<file path="src/source/usb_line_pkg.sv">
package usb_line_pkg;

  //////////////////////////////////////////////////////////
  // Line sampling
  //////////////////////////////////////////////////////////

  // Clock cycles per microsecond tick at 48 MHz
  localparam logic [5:0] TickDivide = 6'd48;

  // Stable samples needed before a filter output follows its input
  localparam int FilterCycles = 6;

  //////////////////////////////////////////////////////////
  // Event word layout
  //////////////////////////////////////////////////////////

  localparam int EvtWidth = 4;

  // Bit positions within the event word
  localparam logic [1:0] EvtResume     = 2'd0;
  localparam logic [1:0] EvtSofMissed  = 2'd1;
  localparam logic [1:0] EvtHostLost   = 2'd2;
  localparam logic [1:0] EvtDisconnect = 2'd3;

endpackage

</file>
<file path="src/source/usb_link_pkg.sv">
package usb_link_pkg;

  // Link state encoding, also visible to software
  typedef enum logic [2:0] {
    // No power or no pull-up
    LinkDisconnected     = 3'd0,
    // Powered, not yet reset by the host
    LinkPowered          = 3'd1,
    LinkPoweredSuspended = 3'd2,
    // Active states
    LinkActive           = 3'd3,
    LinkSuspended        = 3'd4,
    LinkActiveNoSof      = 3'd5,
    LinkResuming         = 3'd6
  } link_state_e;

  //////////////////////////////////////////////////////////
  // Protocol timeouts in microseconds
  //////////////////////////////////////////////////////////

  // Idle J for 3 ms puts the device into suspend
  localparam logic [11:0] SuspendTimeoutUs = 12'd3000;
  // SE0 longer than this is a bus reset, shorter ones end resume signaling
  localparam logic [2:0]  ResetTimeoutUs   = 3'd3;
  // One frame plus margin for host and device clock tolerance
  localparam logic [9:0]  SofTimeoutUs     = 10'd1005;
  // Missed frames in a row before the host counts as gone
  localparam logic [2:0]  HostLostFrames   = 3'd4;

endpackage

</file>
<file path="src/source/usb_glitch_filter.sv">
`timescale 1ns/100ps

module usb_glitch_filter #(
  parameter int Cycles = 4
) (
  input  logic clk_48mhz_i,
  input  logic rst_ni,
  input  logic filter_i,
  output logic filter_o
);

  localparam int CntW = $clog2(Cycles + 1);

  logic            sample_q;
  logic [CntW-1:0] stable_cnt_q;

  always_ff @(posedge clk_48mhz_i or negedge rst_ni) begin
    if (!rst_ni) begin
      sample_q     <= 1'b0;
      stable_cnt_q <= '0;
      filter_o     <= 1'b0;
    end else begin
      sample_q <= filter_i;
      // Any change restarts the stability count
      if (filter_i != sample_q) begin
        stable_cnt_q <= '0;
      end else if (stable_cnt_q != CntW'(Cycles)) begin
        stable_cnt_q <= stable_cnt_q + 1'b1;
      end
      // Held long enough, pass the level on
      if (stable_cnt_q == CntW'(Cycles)) begin
        filter_o <= sample_q;
      end
    end
  end

endmodule

</file>
<file path="src/source/usb_link_events.sv">
`timescale 1ns/100ps

module usb_link_events (
  input  logic clk_48mhz_i,
  input  logic rst_ni,
  input  logic link_resume_i,
  input  logic sof_missed_i,
  input  logic host_lost_i,
  input  logic link_disconnect_i,
  input  logic evt_ack_i,
  output logic evt_req_o,
  output logic [usb_line_pkg::EvtWidth-1:0] evt_word_o
);

  logic                              host_lost_q;
  logic                              disconnect_q;
  logic [usb_line_pkg::EvtWidth-1:0] evt_set;
  logic [usb_line_pkg::EvtWidth-1:0] pending_q;
  logic                              launch;

  // One pulse per event, level inputs on their rising edge
  always_comb begin
    evt_set                              = '0;
    evt_set[usb_line_pkg::EvtResume]     = link_resume_i;
    evt_set[usb_line_pkg::EvtSofMissed]  = sof_missed_i;
    evt_set[usb_line_pkg::EvtHostLost]   = host_lost_i && !host_lost_q;
    evt_set[usb_line_pkg::EvtDisconnect] = link_disconnect_i && !disconnect_q;
  end

  // New request only with the previous handshake fully closed
  assign launch = !evt_req_o && !evt_ack_i && (pending_q != '0);

  always_ff @(posedge clk_48mhz_i or negedge rst_ni) begin
    if (!rst_ni) begin
      // Link comes out of reset disconnected, no edge there
      host_lost_q  <= 1'b0;
      disconnect_q <= 1'b1;
      pending_q    <= '0;
      evt_req_o    <= 1'b0;
    end else begin
      host_lost_q  <= host_lost_i;
      disconnect_q <= link_disconnect_i;
      // Captured bits leave pending, events of this cycle stay
      pending_q    <= (launch ? '0 : pending_q) | evt_set;
      if (launch) begin
        evt_req_o <= 1'b1;
      end else if (evt_ack_i) begin
        evt_req_o <= 1'b0;
      end
    end
  end

  // Payload register
  always_ff @(posedge clk_48mhz_i) begin
    if (launch) begin
      evt_word_o <= pending_q;
    end
  end

  // Word holds for the whole request
  WordStable_A: assert property (@(posedge clk_48mhz_i) disable iff (!rst_ni)
    evt_req_o |=> !evt_req_o || $stable(evt_word_o));
  // No new request while the consumer still acks the old one
  ReqAfterAckLow_A: assert property (@(posedge clk_48mhz_i) disable iff (!rst_ni)
    !evt_req_o && evt_ack_i |=> !evt_req_o);

endmodule

</file>
<file path="src/source/usb_link_monitor.sv">
`timescale 1ns/100ps

module usb_link_monitor (
  input  logic clk_48mhz_i,
  input  logic rst_ni,
  input  logic usb_sense_i,
  input  logic usb_dp_i,
  input  logic usb_dn_i,
  input  logic usb_oe_i,
  input  logic usb_pullup_en_i,
  input  logic rx_idle_det_i,
  input  logic rx_j_det_i,
  input  logic sof_detected_i,
  input  logic resume_link_active_i,
  input  logic evt_ack_i,

  output logic link_disconnect_o,
  output logic link_powered_o,
  output logic link_reset_o,
  output logic link_active_o,
  output logic link_suspend_o,
  output logic link_resume_o,
  output logic host_lost_o,
  output logic sof_missed_o,
  output usb_link_pkg::link_state_e link_state_o,

  output logic evt_req_o,
  output logic [usb_line_pkg::EvtWidth-1:0] evt_word_o
);

  logic us_tick;
  logic line_se0_raw;
  logic see_se0;
  logic see_pwr;

  // SE0 only counts while the device is not driving the bus
  assign line_se0_raw = !usb_dp_i && !usb_dn_i && !usb_oe_i;

  usb_us_tick u_us_tick (
    .clk_48mhz_i (clk_48mhz_i),
    .rst_ni      (rst_ni),
    .tick_o      (us_tick)
  );

  ////////////////////////////////////////////////////////////
  // Line filters
  ////////////////////////////////////////////////////////////

  usb_glitch_filter #(
    .Cycles (usb_line_pkg::FilterCycles)
  ) u_filter_se0 (
    .clk_48mhz_i (clk_48mhz_i),
    .rst_ni      (rst_ni),
    .filter_i    (line_se0_raw),
    .filter_o    (see_se0)
  );

  usb_glitch_filter #(
    .Cycles (usb_line_pkg::FilterCycles)
  ) u_filter_pwr (
    .clk_48mhz_i (clk_48mhz_i),
    .rst_ni      (rst_ni),
    .filter_i    (usb_sense_i),
    .filter_o    (see_pwr)
  );

  usbdev_linkstate u_linkstate (
    .clk_48mhz_i          (clk_48mhz_i),
    .rst_ni               (rst_ni),
    .us_tick_i            (us_tick),
    .see_se0_i            (see_se0),
    .see_pwr_i            (see_pwr),
    .usb_pullup_en_i      (usb_pullup_en_i),
    .rx_idle_det_i        (rx_idle_det_i),
    .rx_j_det_i           (rx_j_det_i),
    .sof_detected_i       (sof_detected_i),
    .resume_link_active_i (resume_link_active_i),
    .link_disconnect_o    (link_disconnect_o),
    .link_powered_o       (link_powered_o),
    .link_reset_o         (link_reset_o),
    .link_active_o        (link_active_o),
    .link_suspend_o       (link_suspend_o),
    .link_resume_o        (link_resume_o),
    .host_lost_o          (host_lost_o),
    .sof_missed_o         (sof_missed_o),
    .link_state_o         (link_state_o)
  );

  // Software side of the link events
  usb_link_events u_link_events (
    .clk_48mhz_i       (clk_48mhz_i),
    .rst_ni            (rst_ni),
    .link_resume_i     (link_resume_o),
    .sof_missed_i      (sof_missed_o),
    .host_lost_i       (host_lost_o),
    .link_disconnect_i (link_disconnect_o),
    .evt_ack_i         (evt_ack_i),
    .evt_req_o         (evt_req_o),
    .evt_word_o        (evt_word_o)
  );

endmodule

</file>
<file path="src/source/usb_us_tick.sv">
`timescale 1ns/100ps

module usb_us_tick (
  input  logic clk_48mhz_i,
  input  logic rst_ni,
  output logic tick_o
);

  logic [5:0] div_cnt_q;
  logic       wrap;

  // Last count of the microsecond period
  assign wrap = (div_cnt_q == usb_line_pkg::TickDivide - 6'd1);

  always_ff @(posedge clk_48mhz_i or negedge rst_ni) begin
    if (!rst_ni) begin
      div_cnt_q <= '0;
      tick_o    <= 1'b0;
    end else begin
      div_cnt_q <= wrap ? 6'd0 : div_cnt_q + 6'd1;
      // Registered pulse, first one 48 cycles after reset release
      tick_o    <= wrap;
    end
  end

  // Tick is a single-cycle pulse
  TickPulse_A: assert property (@(posedge clk_48mhz_i) disable iff (!rst_ni)
    tick_o |=> !tick_o);

endmodule

</file>
<file path="src/source/usbdev_linkstate.sv">
`timescale 1ns/100ps

module usbdev_linkstate (
  input  logic clk_48mhz_i,
  input  logic rst_ni,
  input  logic us_tick_i,
  input  logic see_se0_i,
  input  logic see_pwr_i,
  input  logic usb_pullup_en_i,
  input  logic rx_idle_det_i,
  input  logic rx_j_det_i,
  input  logic sof_detected_i,
  input  logic resume_link_active_i,

  output logic link_disconnect_o,
  output logic link_powered_o,
  output logic link_reset_o,
  output logic link_active_o,
  output logic link_suspend_o,
  output logic link_resume_o,
  output logic host_lost_o,
  output logic sof_missed_o,

  output usb_link_pkg::link_state_e link_state_o
);

  typedef enum logic [1:0] {
    NoRst   = 2'd0,
    RstCnt  = 2'd1,
    RstPend = 2'd2
  } rst_state_e;

  typedef enum logic [1:0] {
    Active    = 2'd0,
    InactCnt  = 2'd1,
    InactPend = 2'd2
  } inac_state_e;

  usb_link_pkg::link_state_e link_state_d, link_state_q;

  // Reset detector
  rst_state_e  rst_state_d, rst_state_q;
  logic [2:0]  rst_timer_d, rst_timer_q;
  logic        ev_reset;

  // Inactivity detector
  inac_state_e inac_state_d, inac_state_q;
  logic [11:0] inac_timer_d, inac_timer_q;
  logic        monitor_inac;
  logic        ev_bus_inactive;
  logic        ev_bus_active;

  // SOF timer and missed-frame count
  logic [9:0]  sof_timer_q;
  logic [2:0]  missed_cnt_q;

  assign link_state_o      = link_state_q;
  assign link_disconnect_o = (link_state_q == usb_link_pkg::LinkDisconnected);
  assign link_powered_o    = see_pwr_i;
  assign link_active_o     = (link_state_q == usb_link_pkg::LinkActive) ||
                             (link_state_q == usb_link_pkg::LinkActiveNoSof);
  assign link_suspend_o    = (link_state_q == usb_link_pkg::LinkSuspended) ||
                             (link_state_q == usb_link_pkg::LinkPoweredSuspended);

  // Anything but idle from the receiver is bus activity
  assign ev_bus_active = !rx_idle_det_i;
  // Idle only matters while powered or active
  assign monitor_inac  = see_pwr_i &&
                         ((link_state_q == usb_link_pkg::LinkPowered) || link_active_o);

  ////////////////////////////////////////////////////////////
  // Link state machine
  ////////////////////////////////////////////////////////////

  always_comb begin
    link_state_d  = link_state_q;
    link_resume_o = 1'b0;
    // Losing VBUS or the pull-up always wins
    if (!see_pwr_i || !usb_pullup_en_i) begin
      link_state_d = usb_link_pkg::LinkDisconnected;
    end else begin
      unique case (link_state_q)
        usb_link_pkg::LinkDisconnected: begin
          link_state_d = usb_link_pkg::LinkPowered;
        end
        usb_link_pkg::LinkPowered: begin
          if (ev_reset) begin
            link_state_d = usb_link_pkg::LinkActiveNoSof;
          end else if (resume_link_active_i) begin
            // Software restores a link that was suspended before power-down
            link_state_d = usb_link_pkg::LinkResuming;
          end else if (ev_bus_inactive) begin
            link_state_d = usb_link_pkg::LinkPoweredSuspended;
          end
        end
        usb_link_pkg::LinkPoweredSuspended: begin
          if (ev_reset) begin
            link_state_d = usb_link_pkg::LinkActiveNoSof;
          end else if (ev_bus_active) begin
            link_resume_o = 1'b1;
            link_state_d  = usb_link_pkg::LinkPowered;
          end
        end
        // Wait for a J after resume signaling before expecting frames
        usb_link_pkg::LinkResuming: begin
          if (rx_j_det_i || ev_reset) begin
            link_resume_o = 1'b1;
            link_state_d  = usb_link_pkg::LinkActiveNoSof;
          end
        end
        usb_link_pkg::LinkActiveNoSof: begin
          if (ev_bus_inactive) begin
            link_state_d = usb_link_pkg::LinkSuspended;
          end else if (sof_detected_i) begin
            link_state_d = usb_link_pkg::LinkActive;
          end
        end
        usb_link_pkg::LinkActive: begin
          if (ev_bus_inactive) begin
            link_state_d = usb_link_pkg::LinkSuspended;
          end else if (ev_reset) begin
            link_state_d = usb_link_pkg::LinkActiveNoSof;
          end
        end
        usb_link_pkg::LinkSuspended: begin
          if (ev_reset) begin
            link_resume_o = 1'b1;
            link_state_d  = usb_link_pkg::LinkActiveNoSof;
          end else if (ev_bus_active) begin
            link_state_d = usb_link_pkg::LinkResuming;
          end
        end
        default: link_state_d = usb_link_pkg::LinkDisconnected;
      endcase
    end
  end

  ////////////////////////////////////////////////////////////
  // Reset detector
  ////////////////////////////////////////////////////////////

  always_comb begin
    rst_state_d  = rst_state_q;
    rst_timer_d  = rst_timer_q;
    ev_reset     = 1'b0;
    link_reset_o = 1'b0;
    unique case (rst_state_q)
      NoRst: begin
        if (see_se0_i) begin
          rst_state_d = RstCnt;
          rst_timer_d = 3'd0;
        end
      end
      // Short SE0 such as an EOP drops back out
      RstCnt: begin
        if (!see_se0_i) begin
          rst_state_d = NoRst;
        end else if (us_tick_i) begin
          if (rst_timer_q == usb_link_pkg::ResetTimeoutUs) begin
            rst_state_d = RstPend;
          end else begin
            rst_timer_d = rst_timer_q + 3'd1;
          end
        end
      end
      // Reset held, event fires when SE0 ends
      RstPend: begin
        link_reset_o = 1'b1;
        if (!see_se0_i) begin
          rst_state_d = NoRst;
          ev_reset    = 1'b1;
        end
      end
      default: rst_state_d = NoRst;
    endcase
  end

  ////////////////////////////////////////////////////////////
  // Inactivity detector
  ////////////////////////////////////////////////////////////

  always_comb begin
    inac_state_d    = inac_state_q;
    inac_timer_d    = inac_timer_q;
    ev_bus_inactive = 1'b0;
    unique case (inac_state_q)
      Active: begin
        inac_timer_d = 12'd0;
        if (!ev_bus_active && monitor_inac) begin
          inac_state_d = InactCnt;
        end
      end
      InactCnt: begin
        if (ev_bus_active || !monitor_inac) begin
          inac_state_d = Active;
        end else if (us_tick_i) begin
          if (inac_timer_q == usb_link_pkg::SuspendTimeoutUs) begin
            inac_state_d    = InactPend;
            ev_bus_inactive = 1'b1;
          end else begin
            inac_timer_d = inac_timer_q + 12'd1;
          end
        end
      end
      // One event per idle period
      InactPend: begin
        if (ev_bus_active || !monitor_inac) begin
          inac_state_d = Active;
        end
      end
      default: inac_state_d = Active;
    endcase
  end

  always_ff @(posedge clk_48mhz_i or negedge rst_ni) begin
    if (!rst_ni) begin
      link_state_q <= usb_link_pkg::LinkDisconnected;
      rst_state_q  <= NoRst;
      rst_timer_q  <= 3'd0;
      inac_state_q <= Active;
      inac_timer_q <= 12'd0;
    end else begin
      link_state_q <= link_state_d;
      rst_state_q  <= rst_state_d;
      rst_timer_q  <= rst_timer_d;
      inac_state_q <= inac_state_d;
      inac_timer_q <= inac_timer_d;
    end
  end

  ////////////////////////////////////////////////////////////
  // SOF timer and host loss
  ////////////////////////////////////////////////////////////

  assign sof_missed_o = (sof_timer_q == usb_link_pkg::SofTimeoutUs);
  assign host_lost_o  = (missed_cnt_q == usb_link_pkg::HostLostFrames);

  always_ff @(posedge clk_48mhz_i or negedge rst_ni) begin
    if (!rst_ni) begin
      sof_timer_q  <= 10'd0;
      missed_cnt_q <= 3'd0;
    end else begin
      // Restart on each frame, on a miss, and outside the active states
      if (sof_missed_o || sof_detected_i || !link_active_o || link_reset_o) begin
        sof_timer_q <= 10'd0;
      end else if (us_tick_i) begin
        sof_timer_q <= sof_timer_q + 10'd1;
      end
      if (sof_detected_i || !link_active_o || link_reset_o) begin
        missed_cnt_q <= 3'd0;
      end else if (sof_missed_o && !host_lost_o) begin
        missed_cnt_q <= missed_cnt_q + 3'd1;
      end
    end
  end

  // Legal encodings only in all three state registers
  LinkStateValid_A: assert property (@(posedge clk_48mhz_i) disable iff (!rst_ni)
    link_state_q inside {usb_link_pkg::LinkDisconnected, usb_link_pkg::LinkPowered,
                         usb_link_pkg::LinkPoweredSuspended, usb_link_pkg::LinkActive,
                         usb_link_pkg::LinkSuspended, usb_link_pkg::LinkActiveNoSof,
                         usb_link_pkg::LinkResuming});
  RstStateValid_A: assert property (@(posedge clk_48mhz_i) disable iff (!rst_ni)
    rst_state_q inside {NoRst, RstCnt, RstPend});
  InacStateValid_A: assert property (@(posedge clk_48mhz_i) disable iff (!rst_ni)
    inac_state_q inside {Active, InactCnt, InactPend});

endmodule

</file>
<file path="config.mk">
export PLATFORM = sky130hd
export DESIGN_NAME = usb_link_monitor
export DESIGN_NICKNAME = d
export VERILOG_FILES = /design/src/source/usb_line_pkg.sv /design/src/source/usb_link_pkg.sv /design/src/source/usb_glitch_filter.sv /design/src/source/usb_link_events.sv /design/src/source/usb_link_monitor.sv /design/src/source/usb_us_tick.sv /design/src/source/usbdev_linkstate.sv
export SDC_FILE = /design/constraint.sdc
export NUM_CORES = 1
export LEC_CHECK = 0
export BUFFER_PORTS_ARGS = -buffer_cell sky130_fd_sc_hd__buf_2
export CORE_ASPECT_RATIO = 1.1
export CORE_MARGIN = 1
export CORE_UTILIZATION = 30
export CTS_CLUSTER_DIAMETER = 80
export DETAILED_ROUTE_END_ITERATION = 8
export PLACE_DENSITY_LB_ADDON = 0.1
export SYNTH_ARGS = -nofsm -noshare
export SYNTH_HDL_FRONTEND = slang
export SYNTH_SLANG_ARGS = --single-unit
</file>
<file path="constraint.sdc">
create_clock -name clk_48mhz_i -period 2.84 [get_ports clk_48mhz_i]
set_input_delay 0.568 -clock clk_48mhz_i [delete_from_list [all_inputs] [get_ports clk_48mhz_i]]
set_output_delay 0.568 -clock clk_48mhz_i [all_outputs]
set_load 0.01 [all_outputs]
</file>
After elaboration in Yosys (flattened, before gate mapping)
Cells that the tools add are included.

Logic and storage cells: 178. Output and inout port bits: 16. Bits of input ports: 12. Bits in registers: 63.

$add $sub $neg: 7. Reductions and logical operators: 49. Mux-type cells: 60. Equal/unequal tests: 41. Bitwise operators: 1.

Operators by type and width (number): $mux 3 (23); $mux 12 (3); $pmux 12 s2 (1); $pmux 3 s7 (1); $mux 10 (2); $mux 2 (10); $eq 3x3->1 const B (6); $ne 2x2->1 const B (8); $mux 1 (14); $reduce_bool 2->1 (7); $logic_not 1->1 (13); $add 12x1->12 const B (1); $add 3x1->3 const B (4); $eq 12x12->1 const B (1); $ne 4x3->1 const B (3); $pmux 2 s3 (2); $reduce_and 4->1 (3); $logic_or 1x1->1 (11); $add 10x1->10 const B (1); $eq 10x10->1 const B (1); $eq 3x2->1 const B (3); $logic_and 1x1->1 (9); $ne 3x3->1 const B (3); $add 6x1->6 const B (1); 20 further kinds (27).

Longest topological paths before layout
Depth after elaboration: 13. Gate-level depth with buffers: 8. Depth with buffers taken out: 7.

Hierarchy
From an unflattened synthesis, not the netlist that was laid out.

Cells, all modules: 314. Area, all modules: 3226.8 sq um.

By module, submodules not included: usbdev_linkstate (area an instance 2087.0 sq um, times used 1, sequential area each 875.8 sq um, cells each 230); usb_glitch_filter (area an instance 237.7 sq um, times used 2, sequential area each 125.1 sq um, cells each 19); usb_link_events (area an instance 370.4 sq um, times used 1, sequential area each 296.5 sq um, cells each 22); usb_us_tick (area an instance 284.0 sq um, times used 1, sequential area each 175.2 sq um, cells each 23); usb_link_monitor (area an instance 10.0 sq um, times used 1, sequential area each 0.0 sq um, cells each 1).

Least setup slack after synthesis
OpenSTA, ideal clock, no wires.

Kind: register to output. Start: register u_linkstate.rst_state_q[0]. End: output port link_resume_o. Arrival time: 1.391 ns. Cell stages (with the launch flop): 5. Setup slack: 0.881 ns. Path buffers: 0. Required time: 2.272 ns. Path through: dfrtp_1 or3b_2 nand2_1 a32oi_1 nor3_1.

Longest elaborated chain between the ends: 6. Elaborated cells on any way between the ends: 8. Those cells by class: eq/ne (1); mux (6); reduce/logical (1).

Ends and longest elaborated chain: from (decl) (RTL line usbdev_linkstate.sv:42) `rst_state_e rst_state_d, rst_state_q;`; from (signal assigned) (RTL line usbdev_linkstate.sv:218) `rst_state_q <= NoRst;`; from (signal assigned) (RTL line usbdev_linkstate.sv:224) `rst_state_q <= rst_state_d;`; $eq 2x2->1 * (RTL line usbdev_linkstate.sv:147) `unique case (rst_state_q)`; $mux 1 * (RTL line usbdev_linkstate.sv:147); $logic_or 1x1->1 (RTL line usbdev_linkstate.sv:106) `if (rx_j_det_i || ev_reset) begin`; $mux 1 (RTL line usbdev_linkstate.sv:106); $pmux 1 s3 * (RTL line usbdev_linkstate.sv:82) `unique case (link_state_q)`; $mux 1 * (RTL line usbdev_linkstate.sv:79) `if (!see_pwr_i || !usb_pullup_en_i) begin`; to (decl) (RTL line usb_link_monitor.sv:22) `output logic link_resume_o,`.

Mark *: on every way between the ends. The rest lies on a longest branch, timed or not.

Worst setup path after layout
Same ends and word-level chain as after synthesis.

==> results summary <==
The aggregate global routing overflow came out at 0. The number of buffers added to fix hold violations after cts is 0. The critical path is of the reg -> out type. The worst setup path is captured at an output port. The share of total power dissipated in sequential elements is 0.519. The internal power came out at 1.492 mW.

The length of routed wiring on met1 is 3222 um. The global-route wire length before repair is 10,890 um. The post-synthesis cell area is 3167 um^2. The sequential share of the synthesized area came out at 0.5045. The pin count of the biggest net entering global routing came out at 60. The type of the tightest min-delay check is in -> async. The clock-pin slew of the registers on the worst-case setup and hold paths came out at 80 ps. The mean routed wirelength per cell came out at 13.00 um. The worst setup path is launched from a register.

In this run the remaining antenna-violating nets after routing total 0. The layout net count is 369. In this run the clock root is driven by a clkbuf_8. The repair_antennas step left the layout with diodes totalling 0. The detailed-route wire length came out at 6359 um.

Post-CTS timing repair inserted 0 buffers for setup. The final count of negative-setup-slack endpoints is 0. The total of flip-flops plus latches after synthesis is 63. The worst-margin pin slew came out at 778.9 ps. The number of DRC violations after detailed-routing iteration 0 came out at 109. The number of I/O port buffers is 27.

At the later pin of the worst-skew pair, clock insertion delay measures 340 ps. The endpoint required time on the critical path is 2270 ps. The total power after layout came out at 2.094 mW.

The maximum net fanout on the critical path came out at 7. VDD sags by at most 0.1622 mV. Setup repair after global routing left no endpoint under its margin. The I/O pin count came out at 28.

The global-route usage over all layers is 0.1295. The clock network fraction of design power is 0.337. The run finished with clean final reports. The starting density of the core is 0.3142. The max-cap violation count came out at 0.

The initial antenna violation count came out at 0. Once placement finished, the instance area stood at 3456 um^2. The final design utilization came out at 0.3604.

The number of search-and-repair iterations in the first detailed-routing pass came out at 4. The congestion estimate from routability-driven global placement came to 0.7341. For this design the total switching power over the nets is 0.6018 mW. The tightest slew margin relative to the limit came out at 0.4808.

The floorplan has 38 rows. The number of synthesized flops with an enable pin is 4. The clock sink count is 63. The via count of the first global-routing pass is 2,280. In the synthesized netlist the dominant register cell turns out to be dfrtp_1. After routing the design area is 3632 um^2. The core region is 10,080 um^2. The data arrival time of the critical path is 1880 ps.

The number of instances in the synthesized netlist is 311. The number of H-tree levels is 3. From synthesis to final layout, the design area changed by 14.70%. For this design the ratio of total power to cell area is 576.5 nW/um^2. The half-perimeter wire length of the detailed placement result is 4415 um. The final critical-path share of the clock period is 0.8625. Post-CTS repair changed the size of 0 cells.

The synthesized net count is 336. For this run, the top clock speed supported by timing is 0.4082 GHz. The x dimension of the die came out at 99.96 um. The wire length on met2 is 2750 um. In the layout the commonest cells are 58 x dfrtp_1, 34 x nor2_1, 27 x buf_2. TritonCTS built the clock tree.

Leaving out fill and tap cells, the most frequent cell in the layout is dfrtp_1. The fraction of registers with async set/reset came out at 0.9365. The TritonCTS buffer count is 9.

Averaged over all synthesized cells, the footprint is 10.18 um^2. The number of endpoints with negative hold slack in the final report is 0. The reported leakage power came out at 1.594 nW. The count of cells in the finished layout, fillers not included, comes to 489. The relative contribution of combinational cells to total power came out at 0.144.

The total length of routed met3 wires is 230 um. The number of vias per cell is 4.791. In the final layout, the multi-input gates occupy 1450 um^2. The number of fill cells in the layout came out at 1,040.

The final count of pins violating max slew was 0. The full die area is 10,970 um^2. In this run the vertical extent of the chip is 109.8 um. Detailed routing inserted a total of 2,343 vias. Of the cells placed in the final design, the portion with a size suffix greater than 1 is 0.1576. The final-layout setup total negative slack came out at 0 ps. The top layer used by detailed routing is met4. In the routed design, unresolved DRC markers number 0.

The cell total after placement is 473. The Yosys step of the flow raised 0 warnings. The minimum period implied by the final worst setup slack came out at 2450 ps. The netlist uses 53 different library cells. Of the total power, the share spent switching nets is 0.2874. The final clock skew came out at 16.30 ps. In this run the deepest clock path goes through 2 buffers.

The area taken by flip-flops and latches is 1598 um^2.
## power by group through the flow
stage / combinational (mW) / sequential [mW] / clock (mW)
global placement: 0.309 / 1.10 / 0
floorplan: 0.198 / 1.09 / 0
detailed placement: 0.307 / 1.10 / 0
CTS: 0.310 / 1.09 / 0.738
global route: 0.345 / 1.10 / 0.773
finish: 0.302 / 1.09 / 0.706
## cell type report
cell class | instances | share of cell area
clock inverters | 3 | 0.004823
well taps | 140 | 0.04823
inverters | 16 | 0.01653
multi-input cells | 222 | 0.3992
repair buffers | 32 | 0.04754
flip-flops and latches | 63 | 0.4399
clock buffers | 13 | 0.04375
## flip-flops by register name (all words and copies together) (netlist names), 2 cells and up
signal and flops:
u_linkstate.inac_state_q 2, u_linkstate.rst_timer_q 3, u_linkstate.inac_timer_q 12, u_linkstate.link_state_o 3
u_linkstate.rst_state_q 2, u_linkstate.sof_timer_q 10, u_us_tick.div_cnt_q 6, u_link_events.evt_word_o 4
u_filter_pwr.stable_cnt_q 3, u_link_events.pending_q 4, u_filter_se0.stable_cnt_q 3, u_linkstate.missed_cnt_q 3
## cells by family (layout without fill, tap and decap cells)
kind of cell	Yosys count	in the layout	synth area share
and+or+nand+nor	132	132	0.2185
xor gates and xnor gates	23	23	0.06598
DFF	63	63	0.5045
buffers and inverters	26	64	0.03753
adders and majority gates	13	13	0.05136
muxes	5	5	0.01738
AOI/OAI and AO/OA	49	49	0.1047
## path summary, 6_finish.rpt
kind | slack (ps) | end | from | depth (start not counted)
hold reg to reg | 410 | u_link_events.pending_q[2] | u_link_events.host_lost_q | 1
setup / recovery | 390 | link_resume_o | u_linkstate.rst_state_q[0] | 5
max in group asynchronous | 1930 | u_linkstate.rst_state_q[1] | rst_ni | 2
hold / removal | 360 | u_linkstate.inac_timer_q[0] | rst_ni | 2
setup reg to reg | 700 | u_linkstate.sof_timer_q[1] | u_linkstate.link_state_o[1] | 5
min in group clk_48mhz_i | 360 | u_filter_pwr.sample_q | usb_sense_i | 1
## per-layer routing
| layer | GRT usage | vias to the layer above |
|---|---|---|
| met2 | 0.1961 | 35 |
| met3 | 0.02988 | 12 |
| met5 | 0 | - |
| li1 | - | 1167 |
| met4 | 0.07878 | 0 |
| met1 | 0.1681 | 1129 |
## critical path, stage by stage, from the launching register on
cell     delay, ps
dfrtp_1        440
or3b_2         540
nand2_1         80
a32oi_1         50
nor3_1         250
buf_2          170
## stage by stage
step	hold WS, ps	setup WS, ps
CTS	339.3	353.6
finish	359.6	390.5
floorplan	272.4	881.4
global route	345.9	271.2
detailed placement	409.9	704.5
global placement	400.1	756.9
## synthesized netlist by cell type (all sizes together) (5+ instances only)
library cell / instances / area, um^2
inv: 16 / 60.06
xnor2: 13 / 113.9
nor2: 34 / 127.6
or3: 7 / 48.80
nand4: 10 / 62.56
buf: 6 / 43.79
nand2: 22 / 82.58
a21oi: 11 / 55.05
nand3: 12 / 60.06
nor3: 14 / 70.07
ha: 13 / 162.7
o21ai: 11 / 55.05
a211oi: 5 / 42.54
xor2: 10 / 95.10
dfrtp: 58 / 1451
Note: power is estimated with default switching activity, not from simulation.
